[src/hci_pkg.sv]
// I3C HCI front end shared definitions
// Sizes, register map, queue roles and port structs
`default_nettype none

package hci_pkg;

  localparam int unsigned HCI_CSR_DW      = 32;
  localparam int unsigned HCI_CSR_AW      = 8;
  localparam int unsigned HCI_CMD_DW      = 64;
  localparam int unsigned HCI_RESP_DW     = 32;
  localparam int unsigned HCI_QUEUE_DEPTH = 8;
  localparam int unsigned HCI_DEPTH_W     = 4;  // Entry count, 0..8
  localparam int unsigned HCI_THLD_W      = 8;
  localparam int unsigned HCI_ADDR_W      = 7;

  // Register map, byte addresses
  typedef enum logic [HCI_CSR_AW-1:0] {
    RESET_CONTROL    = 8'h10,
    QUEUE_THLD_CTRL  = 8'h14,
    COMMAND_PORT     = 8'h18,
    RESPONSE_PORT    = 8'h1C,
    QUEUE_STATUS     = 8'h20,
    DEVICE_ADDR      = 8'h24,
    VIRT_DEVICE_ADDR = 8'h28
  } csr_addr_e;

  // Command queue triggers on free space, response queue on fill level
  typedef enum logic {
    Q_CMD,
    Q_RESP
  } queue_role_e;

  typedef struct packed {
    logic                  req;
    logic                  req_is_wr;
    logic [HCI_CSR_AW-1:0] addr;
    logic [HCI_CSR_DW-1:0] wr_data;
  } csr_req_t;

  typedef struct packed {
    logic                  rd_ack;
    logic                  wr_ack;
    logic                  err;
    logic [HCI_CSR_DW-1:0] rd_data;
  } csr_rsp_t;

  // Single-cycle CCC strobes from the controller core
  typedef struct packed {
    logic                  set_dasa;
    logic [HCI_ADDR_W-1:0] dasa;
    logic                  dasa_virt;
    logic                  rstdaa;
    logic                  set_newda;
    logic [HCI_ADDR_W-1:0] newda;
    logic                  newda_virt;
  } addr_evt_t;

  typedef struct packed {
    logic                  valid;
    logic [HCI_ADDR_W-1:0] addr;
  } dev_addr_t;

endpackage

`default_nettype wire

[src/hci_addr_ctrl.sv]
// Dynamic and virtual dynamic address registers
// Updated by SETDASA, RSTDAA and SETNEWDA strobes
`timescale 1ns/1ps
`default_nettype none

module hci_addr_ctrl (
  input  wire logic               clk_i,
  input  wire logic               rst_ni,
  input  wire hci_pkg::addr_evt_t addr_evt_i,
  output hci_pkg::dev_addr_t      dev_addr_o,
  output hci_pkg::dev_addr_t      virt_addr_o
);

  hci_pkg::dev_addr_t dev_q, virt_q;

  assign dev_addr_o  = dev_q;
  assign virt_addr_o = virt_q;

  // RSTDAA wins over SETDASA, which wins over SETNEWDA
  always_ff @(posedge clk_i or negedge rst_ni) begin
    if (!rst_ni) begin
      dev_q  <= '0;
      virt_q <= '0;
    end else if (addr_evt_i.rstdaa) begin
      dev_q  <= '0;
      virt_q <= '0;
    end else if (addr_evt_i.set_dasa) begin
      if (addr_evt_i.dasa_virt) begin
        virt_q.valid <= 1'b1;
        virt_q.addr  <= addr_evt_i.dasa;
      end else begin
        dev_q.valid <= 1'b1;
        dev_q.addr  <= addr_evt_i.dasa;
      end
    end else if (addr_evt_i.set_newda) begin
      if (addr_evt_i.newda_virt) begin
        virt_q.valid <= 1'b1;
        virt_q.addr  <= addr_evt_i.newda;
      end else begin
        dev_q.valid <= 1'b1;
        dev_q.addr  <= addr_evt_i.newda;
      end
    end
  end

endmodule

`default_nettype wire

[src/hci_csr.sv]
// HCI CSR block, decodes CPU accesses and runs the command and response ports
`timescale 1ns/1ps
`default_nettype none

module hci_csr (
  input  wire logic                            clk_i,
  input  wire logic                            rst_ni,
  input  wire hci_pkg::csr_req_t               csr_req_i,
  input  wire logic                            cmd_full_i,
  input  wire logic                            resp_empty_i,
  input  wire logic [hci_pkg::HCI_RESP_DW-1:0] resp_data_i,
  input  wire logic [hci_pkg::HCI_DEPTH_W-1:0] cmd_count_i,
  input  wire logic [hci_pkg::HCI_DEPTH_W-1:0] resp_count_i,
  input  wire logic                            cmd_flush_done_i,
  input  wire logic                            resp_flush_done_i,
  input  wire hci_pkg::dev_addr_t              dev_addr_i,
  input  wire hci_pkg::dev_addr_t              virt_addr_i,
  output hci_pkg::csr_rsp_t                    csr_rsp_o,
  output logic                                 cmd_push_o,
  output logic      [hci_pkg::HCI_CMD_DW-1:0]  cmd_data_o,
  output logic                                 resp_pop_o,
  output logic                                 cmd_flush_o,
  output logic                                 resp_flush_o,
  output logic      [hci_pkg::HCI_THLD_W-1:0]  cmd_thld_o,
  output logic      [hci_pkg::HCI_THLD_W-1:0]  resp_thld_o
);

  typedef enum logic [1:0] {
    PORT_IDLE,
    PORT_CMD_WAIT,   // Second word held, waiting for queue room
    PORT_RESP_WAIT   // Read held, waiting for a response
  } port_state_e;

  port_state_e state_q, state_d;
  hci_pkg::csr_rsp_t rsp_q, rsp_d;
  hci_pkg::csr_addr_e addr;
  logic [hci_pkg::HCI_THLD_W-1:0] cmd_thld_q, cmd_thld_d, resp_thld_q, resp_thld_d;
  logic cmd_rst_q, cmd_rst_d, resp_rst_q, resp_rst_d;
  logic half_valid_q, half_valid_d;
  logic [hci_pkg::HCI_CSR_DW-1:0] cmd_lo_q, cmd_hi_q;
  logic lo_we, hi_we;
  logic wr;

  assign addr = hci_pkg::csr_addr_e'(csr_req_i.addr);
  assign wr   = csr_req_i.req_is_wr;

  // Port transfers hold off while a queue reset is pending
  assign cmd_push_o = (state_q == PORT_CMD_WAIT) && !cmd_full_i && !cmd_rst_q;
  assign resp_pop_o = (state_q == PORT_RESP_WAIT) && !resp_empty_i && !resp_rst_q;

  assign cmd_data_o   = {cmd_hi_q, cmd_lo_q};
  assign cmd_flush_o  = cmd_rst_q;
  assign resp_flush_o = resp_rst_q;
  assign cmd_thld_o   = cmd_thld_q;
  assign resp_thld_o  = resp_thld_q;
  assign csr_rsp_o    = rsp_q;

  always_comb begin
    state_d      = state_q;
    rsp_d        = '0;
    cmd_thld_d   = cmd_thld_q;
    resp_thld_d  = resp_thld_q;
    cmd_rst_d    = cmd_rst_q & ~cmd_flush_done_i;   // Self-clearing
    resp_rst_d   = resp_rst_q & ~resp_flush_done_i;
    half_valid_d = half_valid_q;
    lo_we        = 1'b0;
    hi_we        = 1'b0;

    if (cmd_push_o) begin
      rsp_d.wr_ack = 1'b1;
      half_valid_d = 1'b0;
      state_d      = PORT_IDLE;
    end
    if (resp_pop_o) begin
      rsp_d.rd_ack  = 1'b1;
      rsp_d.rd_data = resp_data_i;
      state_d       = PORT_IDLE;
    end

    if (csr_req_i.req) begin
      rsp_d.wr_ack = wr;
      rsp_d.rd_ack = !wr;
      case (addr)
        hci_pkg::RESET_CONTROL: begin
          if (wr) begin
            cmd_rst_d  = cmd_rst_d | csr_req_i.wr_data[1];
            resp_rst_d = resp_rst_d | csr_req_i.wr_data[2];
          end else begin
            rsp_d.rd_data = {29'b0, resp_rst_q, cmd_rst_q, 1'b0};
          end
        end
        hci_pkg::QUEUE_THLD_CTRL: begin
          if (wr) begin
            cmd_thld_d  = csr_req_i.wr_data[7:0];
            resp_thld_d = csr_req_i.wr_data[15:8];
          end else begin
            rsp_d.rd_data = {16'b0, resp_thld_q, cmd_thld_q};
          end
        end
        hci_pkg::COMMAND_PORT: begin
          if (wr && half_valid_q) begin
            hi_we        = 1'b1;
            rsp_d.wr_ack = 1'b0;  // Acked once pushed
            state_d      = PORT_CMD_WAIT;
          end else if (wr) begin
            lo_we        = 1'b1;
            half_valid_d = 1'b1;
          end
        end
        hci_pkg::RESPONSE_PORT: begin
          if (!wr) begin
            rsp_d.rd_ack = 1'b0;
            state_d      = PORT_RESP_WAIT;
          end
        end
        hci_pkg::QUEUE_STATUS: rsp_d.rd_data = {20'b0, resp_count_i, 4'b0, cmd_count_i};
        hci_pkg::DEVICE_ADDR: rsp_d.rd_data = {dev_addr_i.valid, 24'b0, dev_addr_i.addr};
        hci_pkg::VIRT_DEVICE_ADDR: rsp_d.rd_data = {virt_addr_i.valid, 24'b0, virt_addr_i.addr};
        default: rsp_d.err = 1'b1;
      endcase
    end
  end

  always_ff @(posedge clk_i or negedge rst_ni) begin
    if (!rst_ni) begin
      state_q      <= PORT_IDLE;
      rsp_q        <= '0;
      cmd_thld_q   <= hci_pkg::HCI_THLD_W'(1);
      resp_thld_q  <= hci_pkg::HCI_THLD_W'(1);
      cmd_rst_q    <= 1'b0;
      resp_rst_q   <= 1'b0;
      half_valid_q <= 1'b0;
    end else begin
      state_q      <= state_d;
      rsp_q        <= rsp_d;
      cmd_thld_q   <= cmd_thld_d;
      resp_thld_q  <= resp_thld_d;
      cmd_rst_q    <= cmd_rst_d;
      resp_rst_q   <= resp_rst_d;
      half_valid_q <= half_valid_d;
    end
  end

  // Command words
  always_ff @(posedge clk_i) begin
    if (lo_we) begin
      cmd_lo_q <= csr_req_i.wr_data;
    end
    if (hi_we) begin
      cmd_hi_q <= csr_req_i.wr_data;
    end
  end

endmodule

`default_nettype wire

[src/hci_queue.sv]
// HCI queue, circular FIFO with ready-threshold trigger and software flush
`timescale 1ns/1ps
`default_nettype none

module hci_queue #(
  parameter hci_pkg::queue_role_e Role      = hci_pkg::Q_CMD,
  parameter int unsigned          DataWidth = 64
) (
  input  wire logic                           clk_i,
  input  wire logic                           rst_ni,
  input  wire logic                           push_i,
  input  wire logic [DataWidth-1:0]           data_i,
  input  wire logic                           pop_i,
  input  wire logic                           flush_i,
  input  wire logic [hci_pkg::HCI_THLD_W-1:0] thld_i,
  output logic      [DataWidth-1:0]           data_o,
  output logic                                full_o,
  output logic                                empty_o,
  output logic      [hci_pkg::HCI_DEPTH_W-1:0] count_o,
  output logic                                thld_trig_o,
  output logic                                flush_done_o
);

  logic [DataWidth-1:0] mem_q [hci_pkg::HCI_QUEUE_DEPTH];
  logic [hci_pkg::HCI_DEPTH_W-2:0] wr_ptr_q, rd_ptr_q;
  logic [hci_pkg::HCI_DEPTH_W-1:0] count_q;
  logic [hci_pkg::HCI_DEPTH_W-1:0] level;
  logic [hci_pkg::HCI_THLD_W-1:0] thld_eff;
  logic push, pop;

  assign full_o  = (count_q == hci_pkg::HCI_DEPTH_W'(hci_pkg::HCI_QUEUE_DEPTH));
  assign empty_o = (count_q == '0);
  assign count_o = count_q;
  assign data_o  = mem_q[rd_ptr_q];  // First word falls through

  // Traffic in the flush cycle is dropped
  assign push = push_i && !full_o && !flush_i;
  assign pop  = pop_i && !empty_o && !flush_i;

  // Flush completes in the cycle it is seen
  assign flush_done_o = flush_i;

  assign thld_eff = (thld_i == '0) ? hci_pkg::HCI_THLD_W'(1) : thld_i;

  always_comb begin
    if (Role == hci_pkg::Q_CMD) begin
      level = hci_pkg::HCI_DEPTH_W'(hci_pkg::HCI_QUEUE_DEPTH) - count_q;  // Free entries
    end else begin
      level = count_q;
    end
  end

  assign thld_trig_o = (hci_pkg::HCI_THLD_W'(level) >= thld_eff);

  always_ff @(posedge clk_i or negedge rst_ni) begin
    if (!rst_ni) begin
      wr_ptr_q <= '0;
      rd_ptr_q <= '0;
      count_q  <= '0;
    end else if (flush_i) begin
      wr_ptr_q <= '0;
      rd_ptr_q <= '0;
      count_q  <= '0;
    end else begin
      if (push) begin
        wr_ptr_q <= wr_ptr_q + 1'b1;
      end
      if (pop) begin
        rd_ptr_q <= rd_ptr_q + 1'b1;
      end
      if (push && !pop) begin
        count_q <= count_q + 1'b1;
      end else if (pop && !push) begin
        count_q <= count_q - 1'b1;
      end
    end
  end

  always_ff @(posedge clk_i) begin
    if (push) begin
      mem_q[wr_ptr_q] <= data_i;
    end
  end

endmodule

`default_nettype wire

[src/hci_top.sv]
// I3C HCI front end top, CSR block with command and response queues
// and the dynamic address unit
`timescale 1ns/1ps
`default_nettype none

module hci_top (
  input  wire logic                            clk_i,
  input  wire logic                            rst_ni,
  input  wire hci_pkg::csr_req_t               csr_req_i,
  input  wire logic                            cmd_rready_i,
  input  wire logic                            resp_wvalid_i,
  input  wire logic [hci_pkg::HCI_RESP_DW-1:0] resp_wdata_i,
  input  wire hci_pkg::addr_evt_t              addr_evt_i,
  output hci_pkg::csr_rsp_t                    csr_rsp_o,
  output logic                                 cmd_rvalid_o,
  output logic      [hci_pkg::HCI_CMD_DW-1:0]  cmd_rdata_o,
  output logic                                 resp_wready_o,
  output logic                                 cmd_thld_trig_o,
  output logic                                 resp_thld_trig_o,
  output hci_pkg::dev_addr_t                   dev_addr_o,
  output hci_pkg::dev_addr_t                   virt_addr_o
);

  logic cmd_push, cmd_full, cmd_empty, cmd_flush, cmd_flush_done;
  logic resp_pop, resp_full, resp_empty, resp_flush, resp_flush_done;
  logic [hci_pkg::HCI_CMD_DW-1:0] cmd_wdata;
  logic [hci_pkg::HCI_RESP_DW-1:0] resp_rdata;
  logic [hci_pkg::HCI_DEPTH_W-1:0] cmd_count, resp_count;
  logic [hci_pkg::HCI_THLD_W-1:0] cmd_thld, resp_thld;

  assign cmd_rvalid_o  = !cmd_empty;
  assign resp_wready_o = !resp_full;

  hci_csr u_csr (
    .clk_i,
    .rst_ni,
    .csr_req_i,
    .cmd_full_i        (cmd_full),
    .resp_empty_i      (resp_empty),
    .resp_data_i       (resp_rdata),
    .cmd_count_i       (cmd_count),
    .resp_count_i      (resp_count),
    .cmd_flush_done_i  (cmd_flush_done),
    .resp_flush_done_i (resp_flush_done),
    .dev_addr_i        (dev_addr_o),
    .virt_addr_i       (virt_addr_o),
    .csr_rsp_o,
    .cmd_push_o        (cmd_push),
    .cmd_data_o        (cmd_wdata),
    .resp_pop_o        (resp_pop),
    .cmd_flush_o       (cmd_flush),
    .resp_flush_o      (resp_flush),
    .cmd_thld_o        (cmd_thld),
    .resp_thld_o       (resp_thld)
  );

  hci_queue #(
    .Role      (hci_pkg::Q_CMD),
    .DataWidth (hci_pkg::HCI_CMD_DW)
  ) u_cmd_queue (
    .clk_i,
    .rst_ni,
    .push_i       (cmd_push),
    .data_i       (cmd_wdata),
    .pop_i        (cmd_rready_i),
    .flush_i      (cmd_flush),
    .thld_i       (cmd_thld),
    .data_o       (cmd_rdata_o),
    .full_o       (cmd_full),
    .empty_o      (cmd_empty),
    .count_o      (cmd_count),
    .thld_trig_o  (cmd_thld_trig_o),
    .flush_done_o (cmd_flush_done)
  );

  hci_queue #(
    .Role      (hci_pkg::Q_RESP),
    .DataWidth (hci_pkg::HCI_RESP_DW)
  ) u_resp_queue (
    .clk_i,
    .rst_ni,
    .push_i       (resp_wvalid_i),
    .data_i       (resp_wdata_i),
    .pop_i        (resp_pop),
    .flush_i      (resp_flush),
    .thld_i       (resp_thld),
    .data_o       (resp_rdata),
    .full_o       (resp_full),
    .empty_o      (resp_empty),
    .count_o      (resp_count),
    .thld_trig_o  (resp_thld_trig_o),
    .flush_done_o (resp_flush_done)
  );

  hci_addr_ctrl u_addr_ctrl (
    .clk_i,
    .rst_ni,
    .addr_evt_i,
    .dev_addr_o,
    .virt_addr_o
  );

endmodule

`default_nettype wire

[config.mk]
export PLATFORM = sky130hd
export DESIGN_NAME = hci_top
export DESIGN_NICKNAME = d
export VERILOG_FILES = /design/src/hci_pkg.sv /design/src/hci_addr_ctrl.sv /design/src/hci_csr.sv /design/src/hci_queue.sv /design/src/hci_top.sv
export SDC_FILE = /design/constraint.sdc
export NUM_CORES = 1
export LEC_CHECK = 0
export BUFFER_PORTS_ARGS = -buffer_cell sky130_fd_sc_hd__buf_4
export CAP_MARGIN = 20
export CORE_MARGIN = 10
export CORE_UTILIZATION = 65
export CTS_BUF_LIST = sky130_fd_sc_hd__clkbuf_4
export DETAILED_ROUTE_END_ITERATION = 16
export PLACE_DENSITY = 0.84
export SYNTH_ARGS = -nofsm -noshare
export SYNTH_HDL_FRONTEND = slang
export SYNTH_SLANG_ARGS = --single-unit
[constraint.sdc]
create_clock -name clk_i -period 16.7 [get_ports clk_i]
set_input_delay 0.835 -clock clk_i [delete_from_list [all_inputs] [get_ports clk_i]]
set_output_delay 0.835 -clock clk_i [all_outputs]
set_load 0.005 [all_outputs]
==> run metrics, run 1 <==
final WL 77800 um; layout cell share with drive strength beyond 1 0.397; die area 64000 um^2; Die H 253 um; Mapped Area 35300 um^2; die span in x about 250 um; worst vdd ir 89.8 uV; Vias 18017; first-pass GRT wire length 118000 um; clock tree buffer depth 3; DP HPWL 42100 um; worst min-delay path endpoint u_csr.state_q[1]; wire per inst 26.5 um; Rows 85; Startpoint Class register; met2 Track Usage GR 0.420; filler cell count 2780; latest clock arrival within the worst-skew pair 1.07 ns; DR vias/cell ~6; Top FF cell, synth edfxtp_1; Most Crowded Layer GR met2; met1 usage 0.311; Register Area 27300 um^2; sequential cell area fraction in the yosys report 0.774; First DRT Iteration DRCs 1571; Reg power frac 0.469; TritonCTS Sinks 924; post_cts resized 0; Int Pwr 0.00451 W; hold path start csr_req_i[40]; Layout area overhead 16.9%; Final Critical Period 4.82 ns; Post-synth EDFFs around 830; Leak Pwr 14.3 nW; Post-synth ARST share 0.0996; GRT Total Usage 0.250; Reg2Reg Depth 7; RSZ-0062 raised after global routing no; post-route ant nets 0; clock share of power 0.279; sw power ~0.0018 W; CTS Root Cell clkbuf_4; antenna violations before repair 7; Ports about 220; Avg Cell Area, Syn 21.9 um^2; Clock Skew 0.0768 ns; HP Class input port to register; Initial Util 0.655; multi-input logic area 7690 um^2; GP Congestion 0.783; Power Density ~150 nW/um^2; # DRC 0; status completed; hold path depth 2; final setup vio count 0; TNS Setup 0 ns; Distinct cells, synth between 60 and 70; sw frac 0.283; combinational power share 0.252; number of synthesized register bits 924; Max Transition Viols Final 0; I/O Buffers 215; largest net degree at the start of global routing 72; WP data arrival 3.98 ns; GRT Residual Overflow 0; met3 Use GR 0.0607; CTS HTree Levels 4; core footprint around 54000 um^2; CP required 15.87 ns; TritonRoute pass-1 iters 8; r2r setup slk 13.27 ns; Worst Tran Pin Value 1.07 ns; start of the worst register-to-register path u_cmd_queue.count_o[0]; cts bufs inserted 217; Max Cap Viol 0; most frequent cells in the layout 832 x edfxtp_1, 303 x clkbuf_4, 251 x buf_4, 192 x mux4_2, 84 x dfrtp_1; Crit. End Element output port; Final Hold Viols 0; Final period util 0.288; Post-Synthesis Cells 1607; Reg clk slew, reported paths ~0.070 ns; Ys Warns 0; critical path fanouts, max 66; vias in the first global route 19439; Net count, final 2183; FMAX 0.208 GHz; Max-slew headroom 0.289; final core occ 0.766; RR Endpoint u_cmd_queue.mem_q[7][44]; Syn Nets ~1700; WS Path Type register to output port; CTS tree done; leading cell type in the layout, fill and taps excluded edfxtp_1
-- what timing repair did --
action	CTS	global route
hold buffers	65	1
buffers inserted	0	0
hold endpoints to repair	338	1
-- per-layer routing --
metal  part of all wire  wire, um
met5            0.00017        13
met4              0.024      1840
met3              0.070      5450
met2               0.53     41400
met1               0.37     29000
-- synth_stat cells (6+ instances only) --
| library cell | count | area (um^2) |
|---|---|---|
| o22ai_1 | 14 | 87.6 |
| a22oi_1 | 11 | 82.6 |
| ha_1 | 17 | 213 |
| mux2i_1 | 46 | 460 |
| edfxtp_1 | 832 | 25000 |
| nor3_1 | 7 | 35.0 |
| nor2_1 | 61 | 229 |
| nand3_1 | 6 | 30.0 |
| xor2_1 | 6 | 52.6 |
| inv_1 | 14 | 52.6 |
| a21oi_1 | 7 | 35.0 |
| buf_1 | 9 | 33.8 |
| xnor2_1 | 9 | 78.8 |
| clkbuf_1 | 35 | 131 |
| mux2_4 | 11 | 165 |
| buf_2 | 30 | 150 |
| mux4_2 | 192 | 4320 |
| nand2b_1 | 7 | 43.8 |
| o21ai_0 | 10 | 50.1 |
| nor2b_1 | 7 | 43.8 |
| dfrtp_1 | 90 | 2250 |
| a21o_1 | 7 | 52.6 |
| nand2_1 | 24 | 90.1 |
| a211oi_1 | 15 | 113 |
| mux2_2 | 73 | 822 |
-- layout make-up --
class,count,share of cell area
Sequential cell,924,0.662
Multi-Input combinational cell,592,0.187
Timing Repair Buffer,318,0.0624
Clock buffer,303,0.0552
Tap cell,696,0.0211
Clock inverter,84,0.0106
Inverter,14,0.00127
Antenna cell,7,0.000425
-- worst max path at each step --
stage | start | end | slack (ns) | depth (start not counted)
2_1_floorplan | u_cmd_queue.count_o[0] | u_cmd_queue.mem_q[2][0] | 8.20 | 6
3_3_place_gp | u_cmd_queue.rd_ptr_q[0] | cmd_rdata_o[1] | 12.91 | 4
3_5_place_dp | u_cmd_queue.rd_ptr_q[0] | cmd_rdata_o[1] | 12.89 | 4
4_1_cts | u_cmd_queue.rd_ptr_q[0] | cmd_rdata_o[1] | 11.74 | 4
5_1_grt | u_cmd_queue.rd_ptr_q[0] | cmd_rdata_o[61] | 11.61 | 4
6_report | u_cmd_queue.rd_ptr_q[1] | cmd_rdata_o[45] | 11.88 | 4
-- metrics by stage --
step	power (W)	hold slack [ns]	instance area [um^2]	cells	setup slack, ns
global placement	0.00452	0.510	37800	2476	12.91
finish	0.00629	0.103	41200	2938	11.88
detailed placement	0.00457	0.521	37800	2476	12.89
CTS	0.00634	0.00506	41200	2928	11.74
global route	0.00660	0.0343	41200	2938	11.61
floorplan	0.00397	0.466	35300	1607	8.20
-- state kept, by name, summed over array words and instances (netlist names) --
register	count
u_addr_ctrl.dev_addr_o	8
u_csr.cmd_hi_q	32
u_csr.state_q	2
u_cmd_queue.mem_q	512
u_csr.cmd_flush_o	1
u_csr.cmd_lo_q	32
u_resp_queue.rd_ptr_q	3
u_csr.csr_rsp_o	35
u_resp_queue.wr_ptr_q	3
u_csr.cmd_thld_o	8
u_resp_queue.count_o	4
u_cmd_queue.rd_ptr_q	3
u_cmd_queue.count_o	4
u_csr.resp_thld_o	8
u_csr.resp_flush_o	1
u_resp_queue.mem_q	256
u_cmd_queue.wr_ptr_q	3
u_csr.half_valid_q	1
u_addr_ctrl.virt_addr_o	8
-- cells by family (layout without fill, tap and decap cells) --
kind of cell | after synthesis | count (layout) | synth area share
and+or+nand+nor | 149 | 149 | 0.0226
adders and majority gates | 19 | 19 | 0.00717
buffers and inverters | 91 | 719 | 0.0116
DFF | 924 | 924 | 0.774
xor gates and xnor gates | 16 | 16 | 0.00419
other | 0 | 7 | 0
muxes | 322 | 322 | 0.164
AOI/OAI and AO/OA | 86 | 86 | 0.0171
-- power by group through the flow --
stage | sequential [W] | clock [W] | combinational [W]
floorplan | 0.00292 | 0 | 0.00106
global placement | 0.00297 | 0 | 0.00155
detailed placement | 0.00300 | 0 | 0.00158
CTS | 0.00295 | 0.00179 | 0.00160
global route | 0.00298 | 0.00192 | 0.00170
finish | 0.00295 | 0.00176 | 0.00158
-- critical path, cell delays in order, from the launching register on --
cell	delay, ns
dfrtp_4	1.07
buf_4	0.88
mux4_2	0.45
mux2_2	0.32
buf_4	0.15
Power figures use the tool's default switching activity.
==> inputs of run 2 (changes only) <==
- ABC_AREA: default -> 1
- CORE_UTILIZATION: 65 -> 57
- PLACE_DENSITY: 0.84 -> 0.78
- clock period: 16.7 -> 4.1 ns (I/O delays scaled with it)
==> run 2 against run 1 <==
Compared with the run above: setup slack worse by 12 ns; sequential share of layout area decreased by 3.8 points; hold slack got worse by 0.022 ns; sequential power grew to 3.9 times the previous value; die area increased by 16%; global-route usage grew 0.61 points; clock skew grew 0.0075 ns; largest power group unchanged; first-iteration DRC count up 79%; clock power grew to 4.4 times the previous value; critical path depth is 3 higher; sequential cell count stayed put.
==> run metrics, run 2 <==
status completed (unchanged); Clock Skew 0.0843 ns (was 0.0768 ns); final WL 96100 um (was 77800 um); # DRC 0 (unchanged); CP required 3.89 ns (was 15.87 ns); CTS HTree Levels 4 (unchanged); CTS tree done (unchanged); Post-synth EDFFs 832 (unchanged); total setup buffers inserted after CTS 0 (unchanged); GRT Total Usage 0.256 (was 0.250); wire per inst 22.1 um (was 26.5 um); start of the worst register-to-register path u_cmd_queue.count_o[0] (unchanged); WS Path Type register to output port (unchanged); leading area contributor after synthesis edfxtp_1 (unchanged); Post-Synthesis Cells 2792 (was 1607); GRT Residual Overflow 0 (unchanged); Ports 216 (unchanged); r2r setup slk 1.12 ns (was 13.27 ns); leading cell type in the layout, fill and taps excluded edfxtp_1 (unchanged); placement-stage cell area 38700 um^2 (was 37800 um^2); Ys Warns 0 (unchanged); I/O Buffers 215 (unchanged); Post-synth ARST share 0.0996 (unchanged); post-route ant nets 0 (unchanged); GP Congestion 0.877 (was 0.783); layout cell share with drive strength beyond 1 0.198 (was 0.397); largest net degree at the start of global routing 258 (was 72); vias in the first global route 25434 (was 19439); Vias 25305 (was 18017); CP cell instances inv_6, buf_12, o21ai_0, o22ai_1, nor2_1, a31oi_1, buf_4 (was buf_4, mux4_2, mux2_2, buf_4); Syn Nets 2908 (was 1723); First DRT Iteration DRCs 2812 (was 1571); sw power 0.00972 W (was 0.00178 W); Max Transition Viols Final 0 (unchanged); Rows 92 (was 85); DP HPWL 54000 um (was 42100 um); sequential cell area fraction in the yosys report 0.754 (was 0.774); Layout area overhead 20.8% (was 16.9%); Avg Cell Area, Syn 13.0 um^2 (was 21.9 um^2); sw frac 0.347 (was 0.283); clock share of power 0.274 (was 0.279); Power Density 641 nW/um^2 (was 153 nW/um^2); RR Endpoint u_cmd_queue.mem_q[6][58] (was u_cmd_queue.mem_q[7][44]); antenna violations before repair 6 (was 7); Leak Pwr 16.0 nW (was 14.3 nW); Final period util 0.924; Initial Util 0.575 (was 0.655); Die H 272 um (was 253 um); slowest cell delay on critical path 0.55 ns (was 1.07 ns); TritonCTS Sinks 924 (unchanged); core footprint 63000 um^2 (was 53800 um^2); Final Critical Period roughly 3.8 ns; die span in x 272 um (was 253 um); clock tree buffer depth 3 (unchanged); final setup vio count 0 (unchanged); Top FF cell, synth edfxtp_1 (unchanged); WP data arrival 3.58 ns (was 3.98 ns); TNS Setup 0 ns (unchanged); most common cell in the netlist edfxtp_1 (unchanged); Pwr Total 0.0280 W (was 0.00629 W); first-pass GRT wire length 146000 um (was 118000 um); FMAX 0.264 GHz; Critical Path Slowest Stage Cell inv_6 (was dfrtp_4); Reg clk slew, reported paths 0.06 ns (was 0.07 ns); final core occ 0.695 (was 0.766); latest clock arrival within the worst-skew pair 1.08 ns (was 1.07 ns); critical path fanouts, max 110 (was 66); DR vias/cell 5.82 (was 6.13); worst vdd ir 698 uV (was 89.8 uV); Synth top area share 0.690 (was 0.708); cts bufs inserted 219 (was 217); Mapped Area 36200 um^2 (was 35300 um^2); hold path depth 4 (was 2); Worst Tran Pin Value 1.14 ns (was 1.07 ns); Max Cap Viol 0 (unchanged); top cells by count, synth 832 x edfxtp_1, 529 x nor2_1, 325 x nand2_1 (was 832 x edfxtp_1, 192 x mux4_2, 90 x dfrtp_1); CTS Root Cell clkbuf_4 (unchanged); Final Hold Viols 0 (unchanged); combinational power share 0.318 (was 0.252); hold path start csr_req_i[15] (was csr_req_i[40]); Net count, final 3430 (was 2183); Hold WS 0.0814 ns (was 0.103 ns); TritonRoute pass-1 iters 5 (was 8); worst min-delay path endpoint u_csr.resp_thld_o[7] (was u_csr.state_q[1]); Reg power frac 0.408 (was 0.469); Max-slew headroom 0.238 (was 0.289); flip-flop count of the largest register after layout 512 (unchanged); Int Pwr 0.0183 W (was 0.00451 W); Design Area, Final 43700 um^2 (was 41200 um^2); number of synthesized register bits 924 (unchanged); Startpoint Class register (unchanged); most frequent cells in the layout 832 x edfxtp_1, 513 x nor2_1, 325 x nand2_1, 322 x clkbuf_4, 318 x o21ai_0 (was 832 x edfxtp_1, 303 x clkbuf_4, 251 x buf_4, 192 x mux4_2, 84 x dfrtp_1); HP Class input port to register (unchanged); Top reg by flops u_cmd_queue.mem_q (unchanged); ranking of synthesized cells by area edfxtp_1 69%, dfrtp_1 6.2%, nor2_1 5.5% (was edfxtp_1 71%, mux4_2 12%, dfrtp_1 6.4%); die area 74000 um^2 (was 64000 um^2); Crit. End Element output port (unchanged); Distinct cells, synth 49 (was 66); Reg2Reg Depth 8 (was 7)
-- run 2: cell count changes after synthesis, moves of 66 or more --
| cell | delta |
|---|---|
| a31oi_1 | +66 |
| mux2_2 | -68 |
| mux4_2 | -192 |
| nand2_1 | +301 |
| nand3_1 | +80 |
| nor2_1 | +468 |
| o21ai_0 | +308 |
-- run 2: how the worst max path moves through the flow --
stage / start / endpoint / cells past startpoint
4_1_cts: u_cmd_queue.rd_ptr_q[0] / cmd_rdata_o[43] / 6
5_1_grt: u_cmd_queue.rd_ptr_q[0] / cmd_rdata_o[43] / 6
6_report: u_cmd_queue.rd_ptr_q[0] / cmd_rdata_o[33] / 7
2_1_floorplan: u_cmd_queue.count_o[0] / u_cmd_queue.mem_q[0][0] / 7
3_5_place_dp: u_cmd_queue.count_o[0] / u_cmd_queue.mem_q[6][58] / 8
3_3_place_gp: u_cmd_queue.count_o[0] / u_cmd_queue.mem_q[7][50] / 8
-- run 2: layer usage --
layer / global-route usage / up-vias / part of all wire
met3: 0.0618 / 236 / 0.099
met2: 0.436 / 1490 / 0.51
met4: 0.116 / 2 / 0.037
met5: 0 / - / 0.00011
met1: 0.306 / 12272 / 0.36
li1: - / 11305 / -
-- run 2: what timing repair did --
item,in CTS,in global routing
resized for setup,0,1
hold endpoints to repair,529,0
hold buffers,198,0
endpoints found under the setup margin,0,1
-- run 2: area by class of cell --
class / instances / area [um^2]
diodes: 11 / 27.5
clock buffers: 322 / 2420
clock inverters: 73 / 520
fillers: 4100 / 19200
inverters: 94 / 372
multi-input cells: 1618 / 7940
flip-flops and latches: 924 / 27300
well taps: 846 / 1060
repair buffers: 457 / 4100
-- run 2: cells by family (layout without fill, tap and decap cells) --
logic type	count (synthesis)	in the layout	synth area share
adders and majority gates	19	19	0.00698
muxes	7	7	0.00211
other	0	11	0
AOI/OAI and AO/OA	597	597	0.0942
buffers and inverters	250	946	0.0291
and+or+nand+nor	989	989	0.112
DFF	924	924	0.754
xor gates and xnor gates	6	6	0.00145
-- run 2: power groups by stage --
stage / clock network (W) / registers (W) / logic, W
after detailed placement: 0 / 0.0116 / 0.00866
after floorplan: 0 / 0.0116 / 0.00526
after CTS: 0.00779 / 0.0114 / 0.00886
after global routing: 0.00830 / 0.0115 / 0.00977
final: 0.00768 / 0.0114 / 0.00892
after global placement: 0 / 0.0116 / 0.00836
-- run 2: metrics by stage --
stage               cells  setup WS (ns)
detailed placement   3740           1.18
floorplan            2792         -0.226
CTS                  4333          0.226
finish               4345          0.312
global placement     3740           1.27
global route         4340        -0.0269
-- run 2: worst max-delay path, delay by kind of cell (launching register included) --
kind                   cells  cell delay, ns
DFF                        1            0.52
and+or+nand+nor            1            0.06
buffers and inverters      3            1.12
AOI/OAI and AO/OA          3            0.79
